File: config.mk
export PLATFORM = sky130hd
export DESIGN_NAME = xif_offload_top
export DESIGN_NICKNAME = d
export VERILOG_FILES = /design/src/design/xif_pkg.sv /design/src/design/xif_done_if.sv /design/src/design/xif_issue_commit_buffer.sv /design/src/design/xif_alu_unit.sv /design/src/design/xif_lsu_unit.sv /design/src/design/xif_completion_arbiter.sv /design/src/design/xif_offload_top.sv
export SDC_FILE = /design/constraint.sdc
export NUM_CORES = 1
export LEC_CHECK = 0
export BUFFER_PORTS_ARGS = -buffer_cell sky130_fd_sc_hd__buf_2
export CORE_MARGIN = 1
export CORE_UTILIZATION = 33
export CTS_BUF_LIST = sky130_fd_sc_hd__clkbuf_4
export CTS_CLUSTER_SIZE = 20
export DETAILED_ROUTE_END_ITERATION = 8
export PLACE_DENSITY = 0.5
export SLEW_MARGIN = 25
export SYNTH_ARGS = -nofsm -noshare
export SYNTH_HDL_FRONTEND = slang
export SYNTH_SLANG_ARGS = --single-unit
File: constraint.sdc
create_clock -name clk_i -period 15.95 [get_ports clk_i]
set_input_delay 0.7975 -clock clk_i [delete_from_list [all_inputs] [get_ports clk_i]]
set_output_delay 0.7975 -clock clk_i [all_outputs]
set_load 0.1 [all_outputs]
File: src/design/xif_pkg.sv
/*
  Shared widths, opcode encodings and the completion record of the
  coprocessor offload subsystem. Modules refer to it by scoped names.
*/
`default_nettype none

package xif_pkg;

  // instruction id width, sized for up to eight ids in flight
  parameter int unsigned IdWidth = 3;
  // operand and result width
  parameter int unsigned DataWidth = 32;
  // scratch memory address width, 16 words
  parameter int unsigned AddrWidth = 4;

  // ALU opcodes, taken from the two-bit op field of an issue
  typedef enum logic [1:0] {
    ALU_ADD = 2'b00,
    ALU_SUB = 2'b01,
    ALU_XOR = 2'b10
  } alu_op_e;

  // load/store opcodes, same two-bit op field
  typedef enum logic [1:0] {
    LSU_LOAD  = 2'b00,
    LSU_STORE = 2'b01
  } lsu_op_e;

  // which execution unit takes an instruction
  // a trap is executed by no unit and commits killed
  typedef enum logic [1:0] {
    KIND_ALU  = 2'b00,
    KIND_LSU  = 2'b01,
    KIND_TRAP = 2'b10
  } issue_kind_e;

  // completion record on the shared completion bus
  typedef struct packed {
    logic [IdWidth-1:0]   id;
    logic [DataWidth-1:0] data;
    logic                 wb;
  } done_t;

endpackage

`default_nettype wire

File: src/design/xif_done_if.sv
/*
  Completion handshake between one execution unit and the completion arbiter.
  The unit holds req and rec stable until the cycle in which gnt is high.
*/
`timescale 1ns/1ps
`default_nettype none

interface xif_done_if;

  // completion pending from the unit
  logic            req;
  // arbiter grant, transfer happens in this cycle
  logic            gnt;
  // id, result and writeback flag of the completing instruction
  xif_pkg::done_t  rec;

  modport unit (
    output req,
    output rec,
    input  gnt
  );

  modport arbiter (
    input  req,
    input  rec,
    output gnt
  );

endinterface

`default_nettype wire

File: src/design/xif_issue_commit_buffer.sv
/*
  Issue-commit buffer. Hands out ids at issue, tracks completion per entry and
  commits the oldest entry in issue order, at most one per cycle. A flush
  drops every uncommitted entry and rewinds the issue pointer.
*/
`timescale 1ns/1ps
`default_nettype none

module xif_issue_commit_buffer #(
  parameter int unsigned BufferDepth = 8
) (
  input  wire logic                         clk_i,
  input  wire logic                         rst_ni,
  input  wire logic                         flush_i,
  // issue side
  input  wire logic                         issue_valid_i,
  input  wire xif_pkg::issue_kind_e         issue_kind_i,
  output logic [xif_pkg::IdWidth-1:0]       issue_id_o,
  output logic                              issue_ready_o,
  // arbitrated completions
  input  wire logic                         done_valid_i,
  input  wire xif_pkg::done_t               done_i,
  // commit strobe
  output logic                              commit_valid_o,
  output logic                              commit_kill_o,
  output logic [xif_pkg::IdWidth-1:0]       commit_id_o
);

  localparam int unsigned PtrWidth = $clog2(BufferDepth);

  // per-entry flags, indexed by the low id bits
  logic [BufferDepth-1:0] valid_d, valid_q;
  logic [BufferDepth-1:0] finished_d, finished_q;
  logic [BufferDepth-1:0] trap_d, trap_q;

  logic [PtrWidth-1:0] issue_ptr_d, issue_ptr_q;
  logic [PtrWidth-1:0] commit_ptr_d, commit_ptr_q;
  logic [PtrWidth-1:0] done_ptr;

  logic issue_fire;
  logic issue_trap;

  // full when the slot at the issue pointer has not retired yet
  assign issue_ready_o = ~valid_q[issue_ptr_q];
  assign issue_fire    = issue_valid_i & issue_ready_o;
  assign issue_id_o    = xif_pkg::IdWidth'(issue_ptr_q);

  // any kind that no unit executes is treated as a trap
  assign issue_trap = (issue_kind_i != xif_pkg::KIND_ALU) &&
                      (issue_kind_i != xif_pkg::KIND_LSU);

  assign done_ptr = PtrWidth'(done_i.id);

  // oldest entry retires once finished, a trap retires at once
  assign commit_valid_o = valid_q[commit_ptr_q] &
                          (finished_q[commit_ptr_q] | trap_q[commit_ptr_q]);
  assign commit_kill_o  = commit_valid_o & trap_q[commit_ptr_q];
  assign commit_id_o    = xif_pkg::IdWidth'(commit_ptr_q);

  always_comb begin
    valid_d      = valid_q;
    finished_d   = finished_q;
    trap_d       = trap_q;
    issue_ptr_d  = issue_ptr_q;
    commit_ptr_d = commit_ptr_q;

    // a commit in the flush cycle still counts, the host has seen it
    if (commit_valid_o) begin
      valid_d[commit_ptr_q] = 1'b0;
      commit_ptr_d          = commit_ptr_q + 1'b1;
    end

    if (flush_i) begin
      // everything still valid is uncommitted
      valid_d     = '0;
      issue_ptr_d = commit_ptr_d;
    end else begin
      if (done_valid_i) begin
        finished_d[done_ptr] = 1'b1;
      end
      if (issue_fire) begin
        valid_d[issue_ptr_q]    = 1'b1;
        finished_d[issue_ptr_q] = 1'b0;
        trap_d[issue_ptr_q]     = issue_trap;
        issue_ptr_d             = issue_ptr_q + 1'b1;
      end
    end
  end

  always_ff @(posedge clk_i or negedge rst_ni) begin
    if (!rst_ni) begin
      valid_q      <= '0;
      finished_q   <= '0;
      trap_q       <= '0;
      issue_ptr_q  <= '0;
      commit_ptr_q <= '0;
    end else begin
      valid_q      <= valid_d;
      finished_q   <= finished_d;
      trap_q       <= trap_d;
      issue_ptr_q  <= issue_ptr_d;
      commit_ptr_q <= commit_ptr_d;
    end
  end

endmodule

`default_nettype wire

File: src/design/xif_alu_unit.sv
/*
  Pipelined ALU execution unit. The result is computed at issue and shifted
  through AluLatency stages; the head stage requests the completion bus.
*/
`timescale 1ns/1ps
`default_nettype none

module xif_alu_unit #(
  parameter int unsigned AluLatency = 2
) (
  input  wire logic                           clk_i,
  input  wire logic                           rst_ni,
  input  wire logic                           flush_i,
  input  wire logic                           start_i,
  input  wire xif_pkg::alu_op_e               op_i,
  input  wire logic [xif_pkg::IdWidth-1:0]    id_i,
  input  wire logic [xif_pkg::DataWidth-1:0]  a_i,
  input  wire logic [xif_pkg::DataWidth-1:0]  b_i,
  xif_done_if.unit                            done
);

  localparam int unsigned Last = AluLatency - 1;

  logic [AluLatency-1:0]        vld_q;
  logic [xif_pkg::IdWidth-1:0]   id_q  [AluLatency];
  logic [xif_pkg::DataWidth-1:0] res_q [AluLatency];

  // one-entry skid for a start that arrives while stalled
  logic                          skid_vld_q;
  logic [xif_pkg::IdWidth-1:0]   skid_id_q;
  logic [xif_pkg::DataWidth-1:0] skid_res_q;

  logic [xif_pkg::DataWidth-1:0] new_res;
  logic                          start;
  logic                          stall;

  always_comb begin
    case (op_i)
      xif_pkg::ALU_ADD: new_res = a_i + b_i;
      xif_pkg::ALU_SUB: new_res = a_i - b_i;
      default:          new_res = a_i ^ b_i;
    endcase
  end

  // issues in the flush cycle are discarded, same as in the buffer
  assign start = start_i & ~flush_i;
  // whole pipe holds while the head waits for its grant
  assign stall = vld_q[Last] & ~done.gnt;

  always_ff @(posedge clk_i or negedge rst_ni) begin
    if (!rst_ni) begin
      vld_q      <= '0;
      skid_vld_q <= 1'b0;
    end else if (flush_i) begin
      vld_q      <= '0;
      skid_vld_q <= 1'b0;
    end else if (stall) begin
      if (start) begin
        skid_vld_q <= 1'b1;
      end
    end else begin
      for (int k = Last; k > 0; k--) begin
        vld_q[k] <= vld_q[k-1];
      end
      vld_q[0]   <= skid_vld_q | start;
      // skid drains into stage 0, a new start refills it
      skid_vld_q <= skid_vld_q & start;
    end
  end

  always_ff @(posedge clk_i) begin
    if (!stall) begin
      for (int k = Last; k > 0; k--) begin
        id_q[k]  <= id_q[k-1];
        res_q[k] <= res_q[k-1];
      end
      id_q[0]  <= skid_vld_q ? skid_id_q : id_i;
      res_q[0] <= skid_vld_q ? skid_res_q : new_res;
    end
    if (start && (stall || skid_vld_q)) begin
      skid_id_q  <= id_i;
      skid_res_q <= new_res;
    end
  end

  assign done.req = vld_q[Last];
  assign done.rec = xif_pkg::done_t'{id: id_q[Last], data: res_q[Last], wb: 1'b1};

endmodule

`default_nettype wire

File: src/design/xif_lsu_unit.sv
/*
  Load/store unit with a 16-word scratch memory. Loads complete with the read
  data; a store completes without writeback and lands in memory only when the
  buffer commits its id. At most one store is outstanding.
*/
`timescale 1ns/1ps
`default_nettype none

module xif_lsu_unit (
  input  wire logic                           clk_i,
  input  wire logic                           rst_ni,
  input  wire logic                           flush_i,
  input  wire logic                           start_i,
  input  wire xif_pkg::lsu_op_e               op_i,
  input  wire logic [xif_pkg::IdWidth-1:0]    id_i,
  input  wire logic [xif_pkg::AddrWidth-1:0]  addr_i,
  input  wire logic [xif_pkg::DataWidth-1:0]  wdata_i,
  input  wire logic                           commit_valid_i,
  input  wire logic [xif_pkg::IdWidth-1:0]    commit_id_i,
  output logic                                store_pending_o,
  xif_done_if.unit                            done
);

  localparam int unsigned Words = 2 ** xif_pkg::AddrWidth;

  logic [xif_pkg::DataWidth-1:0] mem_q [Words];

  // completion request and its record
  logic           req_q;
  xif_pkg::done_t rec_q;

  // the one store waiting for its commit
  logic                          st_pend_q;
  logic [xif_pkg::AddrWidth-1:0] st_addr_q;
  logic [xif_pkg::DataWidth-1:0] st_data_q;
  logic [xif_pkg::IdWidth-1:0]   st_id_q;

  logic start;
  logic is_store;
  logic st_commit;

  assign start    = start_i & ~flush_i;
  assign is_store = (op_i == xif_pkg::LSU_STORE);

  // commit strobe naming the pending store, honoured even in a flush cycle
  assign st_commit = st_pend_q & commit_valid_i & (commit_id_i == st_id_q);

  always_ff @(posedge clk_i or negedge rst_ni) begin
    if (!rst_ni) begin
      req_q     <= 1'b0;
      st_pend_q <= 1'b0;
    end else begin
      if (flush_i) begin
        req_q <= 1'b0;
      end else if (start) begin
        req_q <= 1'b1;
      end else if (done.gnt) begin
        req_q <= 1'b0;
      end
      if (flush_i || st_commit) begin
        st_pend_q <= 1'b0;
      end else if (start && is_store) begin
        st_pend_q <= 1'b1;
      end
    end
  end

  always_ff @(posedge clk_i) begin
    if (start) begin
      // a load samples memory at issue, a store reports no data
      rec_q.id   <= id_i;
      rec_q.data <= is_store ? '0 : mem_q[addr_i];
      rec_q.wb   <= ~is_store;
    end
    if (start && is_store) begin
      st_addr_q <= addr_i;
      st_data_q <= wdata_i;
      st_id_q   <= id_i;
    end
    if (st_commit) begin
      mem_q[st_addr_q] <= st_data_q;
    end
  end

  assign done.req        = req_q;
  assign done.rec        = rec_q;
  // blocks further issue until the store has retired or been flushed
  assign store_pending_o = st_pend_q;

endmodule

`default_nettype wire

File: src/design/xif_completion_arbiter.sv
/*
  Round-robin arbiter of the ALU and load/store completions onto the single
  completion bus. Grant is combinational; priority flips after a contest.
*/
`timescale 1ns/1ps
`default_nettype none

module xif_completion_arbiter (
  input  wire logic   clk_i,
  input  wire logic   rst_ni,
  xif_done_if.arbiter alu,
  xif_done_if.arbiter lsu,
  output logic           done_valid_o,
  output xif_pkg::done_t done_o
);

  // low gives the ALU priority, high the load/store unit
  logic prio_lsu_q;
  logic contest;

  assign contest = alu.req & lsu.req;

  // a lone request wins at once
  assign alu.gnt = alu.req & (~lsu.req | ~prio_lsu_q);
  assign lsu.gnt = lsu.req & (~alu.req | prio_lsu_q);

  assign done_valid_o = alu.req | lsu.req;
  assign done_o       = alu.gnt ? alu.rec : lsu.rec;

  always_ff @(posedge clk_i or negedge rst_ni) begin
    if (!rst_ni) begin
      prio_lsu_q <= 1'b0;
    end else if (contest) begin
      // loser of this contest wins the next one
      prio_lsu_q <= ~prio_lsu_q;
    end
  end

endmodule

`default_nettype wire

File: src/design/xif_offload_top.sv
/*
  Top level of the coprocessor offload subsystem. Decodes the raw issue fields,
  steers each instruction to its unit and connects the buffer, the ALU, the
  load/store unit and the completion arbiter.
*/
`timescale 1ns/1ps
`default_nettype none

module xif_offload_top #(
  parameter int unsigned AluLatency  = 2,
  parameter int unsigned BufferDepth = 8
) (
  input  wire logic                           clk_i,
  input  wire logic                           rst_ni,
  input  wire logic                           flush_i,
  input  wire logic                           issue_valid_i,
  input  wire logic [1:0]                     issue_kind_i,
  input  wire logic [1:0]                     issue_op_i,
  input  wire logic [xif_pkg::DataWidth-1:0]  issue_a_i,
  input  wire logic [xif_pkg::DataWidth-1:0]  issue_b_i,
  output logic                                issue_ready_o,
  output logic [xif_pkg::IdWidth-1:0]         issue_id_o,
  output logic                                commit_valid_o,
  output logic [xif_pkg::IdWidth-1:0]         commit_id_o,
  output logic                                commit_kill_o,
  output logic                                result_valid_o,
  output logic [xif_pkg::IdWidth-1:0]         result_id_o,
  output logic [xif_pkg::DataWidth-1:0]       result_data_o
);

  xif_pkg::issue_kind_e kind;
  xif_pkg::done_t       done;
  logic                 done_valid;
  logic                 buf_ready;
  logic                 store_pending;
  logic                 issue_fire;

  xif_done_if alu_done ();
  xif_done_if lsu_done ();

  assign kind = xif_pkg::issue_kind_e'(issue_kind_i);

  // the host only strobes while ready, the gate keeps the units in step anyway
  assign issue_fire    = issue_valid_i & issue_ready_o;
  assign issue_ready_o = buf_ready & ~store_pending;

  xif_issue_commit_buffer #(
    .BufferDepth (BufferDepth)
  ) i_buffer (
    .clk_i          (clk_i),
    .rst_ni         (rst_ni),
    .flush_i        (flush_i),
    .issue_valid_i  (issue_fire),
    .issue_kind_i   (kind),
    .issue_id_o     (issue_id_o),
    .issue_ready_o  (buf_ready),
    .done_valid_i   (done_valid),
    .done_i         (done),
    .commit_valid_o (commit_valid_o),
    .commit_kill_o  (commit_kill_o),
    .commit_id_o    (commit_id_o)
  );

  xif_alu_unit #(
    .AluLatency (AluLatency)
  ) i_alu (
    .clk_i   (clk_i),
    .rst_ni  (rst_ni),
    .flush_i (flush_i),
    .start_i (issue_fire & (kind == xif_pkg::KIND_ALU)),
    .op_i    (xif_pkg::alu_op_e'(issue_op_i)),
    .id_i    (issue_id_o),
    .a_i     (issue_a_i),
    .b_i     (issue_b_i),
    .done    (alu_done)
  );

  // operand a carries the scratch address, operand b the store data
  xif_lsu_unit i_lsu (
    .clk_i           (clk_i),
    .rst_ni          (rst_ni),
    .flush_i         (flush_i),
    .start_i         (issue_fire & (kind == xif_pkg::KIND_LSU)),
    .op_i            (xif_pkg::lsu_op_e'(issue_op_i)),
    .id_i            (issue_id_o),
    .addr_i          (issue_a_i[xif_pkg::AddrWidth-1:0]),
    .wdata_i         (issue_b_i),
    .commit_valid_i  (commit_valid_o),
    .commit_id_i     (commit_id_o),
    .store_pending_o (store_pending),
    .done            (lsu_done)
  );

  xif_completion_arbiter i_arbiter (
    .clk_i        (clk_i),
    .rst_ni       (rst_ni),
    .alu          (alu_done),
    .lsu          (lsu_done),
    .done_valid_o (done_valid),
    .done_o       (done)
  );

  // only completions with writeback reach the host result port
  assign result_valid_o = done_valid & done.wb;
  assign result_id_o    = done.id;
  assign result_data_o  = done.data;

endmodule

`default_nettype wire

==> out/metrics.yaml <==
setup_path:
  cp_max_fo: 8
  setup.worst_path.start_class: "input port"
  r2r-end: "i_lsu.mem_q[13][1]"
  end_kind: "flop"
  crit_type: "in2reg"
  crit_required_ps: 16720
  regToRegStartpoint: "i_buffer.commit_id_o[0]"
  reg2regPathDepth: 8
  critPathArrivalTime_ps: 6090
  reg2reg_slack_ps: 11590
clock_tree:
  clk_latency_ps: 1060
  post_cts_resized: 0
  clock_path_buffers: 3
  cts_sinks: 728
  cts_tree: "yes"
  h-tree-depth: 4
  clk_root_buffer_cell: "clkbuf_4"
  numCtsBuffers: 189
  clkSlewWorstSetupHoldPaths_ps: 70
layout:
  syn2layout_area_growth_pct: 15.8
  n_fill_cell: 8539
  drive_gt1_frac: 0.343
  final_area_mm2: 0.0354
  final_nets: 2070
  post-route-util: 0.386
floorplanning:
  die-area_mm2: 0.0939
  rows: 111
  fp.coreArea_mm2: 0.0917
  initial_utilization: 0.333
  die_height_um: 306
  ios: 117
  fp.dieW_um: 306
power_and_ir_drop:
  clkPwrFrac: 0.365
  power.total_mw: 4.37
  peakVddDrop_uv: 58.6
  switchingPower_mw: 1.20
  p_int_mw: 3.17
  switching_share: 0.275
  power_density_mw_per_mm2: 123
  power_frac_seq: 0.512
  pwr-share-comb: 0.124
  leakagePower_nw: 12.1
yosys:
  synth_cells: 1675
  synth_ff_type: "edfxtp_1"
  ys_types: 64
  synth_compound_area_frac: 0.0391
  synth_top_family_by_area: "multiplexers"
  async_reset_ff_frac: 0.0495
  yosys.area_share.adder: 0.0146
  synth-xor-area-share: 0.0278
  synth_warnings: 0
  synth_area_mm2: 0.0306
  synth.top_cells.by_area: "edfxtp_1 (68%), mux4_2 (12%), dfrtp_1 (2.9%)"
  synth-seq-area-share: 0.709
  yosysMostFrequentCell: "edfxtp_1"
  synth_top_area_share: 0.680
  synth.cells.most_frequent: "edfxtp_1 (692), mux4_2 (166), nand2_1 (78)"
  synth-edff-count: 692
  synthSimpleGateAreaFrac: 0.0441
  synth_mux_area_frac: 0.152
  syn_area_per_cell_um2: 18.2
  ys_ff_latch: 728
  yosys.area.top_type: "edfxtp_1"
  syn_nets: 1782
global_route:
  antenna_found_initial: 2
  grt_pass1_wl_um: 120000
  grt_pass1_vias: 17700
  overflow: 0
  grt_max_degree: 68
  grtUsageTotal: 0.178
routing:
  vias_per_cell: 5.11
  finalWirelength_um: 82000
  dr.pass1.iters: 5
  wl_per_cell_um: 25.0
  detail-route-antenna-nets: 0
  vias: 16800
  drc: 0
  drt_iter0_markers: 1273
timing:
  timing.final.crit_share: 0.333
  slew_violations: 0
  slew_headroom: 0.301
  worst_pin_slew_ps: 1050
  fin_tns_setup_ps: 0
  skew_ps: 99.0
  period_needed_ps: 5320
  fmax_mhz: 188
  rsz0062_at_grt: "false"
  setup_viol: 0
  hold_viol: 0
outcome:
  status: "complete, no violations"
placement:
  gp_congestion: 0.845
  placed_cell_area_mm2: 0.0328
  port_buffers: 116
  hpwl_um: 48500
min_path:
  hold_path_end: "i_lsu.st_data_q[13]"
  worstHoldPathType: "in2reg"
  hold-path-cell-count: 1
  min_from: "issue_b_i[13]"
run:
  drv_cap: 0
area by class of cell:
class / instances / area (um2) / share of cell area
flip-flops and latches: 728 / 21700 / 0.613
multi-input cells: 842 / 8630 / 0.244
clock buffers: 276 / 2070 / 0.0585
well taps: 1186 / 1480 / 0.0419
repair buffers: 173 / 1090 / 0.0307
clock inverters: 51 / 324 / 0.00916
inverters: 29 / 110 / 0.00311
diodes: 1 / 2.50 / 0.0000707
through the flow:
stage,hold WS (ps),setup WS (ps),instances
final,141,10630,3286
after global routing,43.8,10510,3286
after CTS,0.360,10790,3285
after detailed placement,405,10070,2934
after global placement,400,10130,2934
after floorplan,400,6980,1675
per-layer routing:
| metal | up-vias | share of wire | track usage |
|---|---|---|---|
| li1 | 7416 | - | - |
| met1 | 8778 | 0.45 | 0.238 |
| met2 | 483 | 0.49 | 0.291 |
| met3 | 124 | 0.046 | 0.0337 |
| met4 | 2 | 0.022 | 0.0606 |
| met5 | - | 0.00013 | 0 |
power by group through the flow:
stage | logic, mW | registers, mW | clock network (mW)
detailed placement | 0.536 | 2.28 | 0
global placement | 0.536 | 2.27 | 0
floorplan | 0.373 | 2.28 | 0
CTS | 0.543 | 2.24 | 1.65
global route | 0.581 | 2.25 | 1.75
finish | 0.540 | 2.24 | 1.59
cell families after synthesis:
logic type | after synthesis
buffers and inverters | 105
adders and majority gates | 35
and+or+nand+nor | 274
AOI/OAI and AO/OA | 188
xor gates and xnor gates | 97
muxes | 248
DFF | 728
cells in the final DEF, fill, tap and decap left out, drive strengths merged, types with 34 or more instances in the layout:
master / count
nor2: 63
o21ai: 47
ha: 34
mux2: 71
xnor2: 53
edfxtp: 692
clkbuf: 277
buf: 148
inv: 34
mux4: 166
a21oi: 57
dfrtp: 36
xor2: 44
nand2: 78
and2: 35
clkinv: 44
worst max-delay path, stage by stage:
cell and delay (ps):
dlygate4sd3_1 530, buf_2 160, nor4_1 850, and4bb_1 410
nor2b_1 360, inv_1 110, nor3_1 570, a21oi_1 180
xnor2_1 160, ha_1 400, a21o_1 200, a21o_1 160
a21oi_1 240, nor2_1 120, a211o_1 250, a211oi_2 200
xnor2_1 110, mux2_4 270
flip-flops by register name, summed over array words and instances (netlist names), 8 cells and up:
name                 count
i_lsu.mem_q            512
i_alu.res_q             64
i_lsu.done.rec          36
i_alu.skid_res_q        32
i_lsu.st_data_q         32
i_buffer.finished_q      8
i_buffer.trap_q          8
i_buffer.valid_q         8
how the worst max path moves through the flow:
stage	from	end	slack [ps]
after global routing	issue_b_i[8]	i_alu.res_q[0][31]	10510
after floorplan	i_buffer.issue_id_o[1]	i_lsu.st_addr_q[0]	6980
final	issue_b_i[8]	i_alu.res_q[0][31]	10630
after detailed placement	issue_op_i[1]	i_alu.res_q[0][23]	10070
after global placement	issue_op_i[1]	i_alu.res_q[0][23]	10130
after CTS	issue_b_i[8]	i_alu.res_q[0][31]	10790
what timing repair did:
action                    in CTS  in global routing
setup buffers                  0                  0
hold buffers                  24                  0
hold endpoints to repair      59                  0
Power figures use the tool's default switching activity.
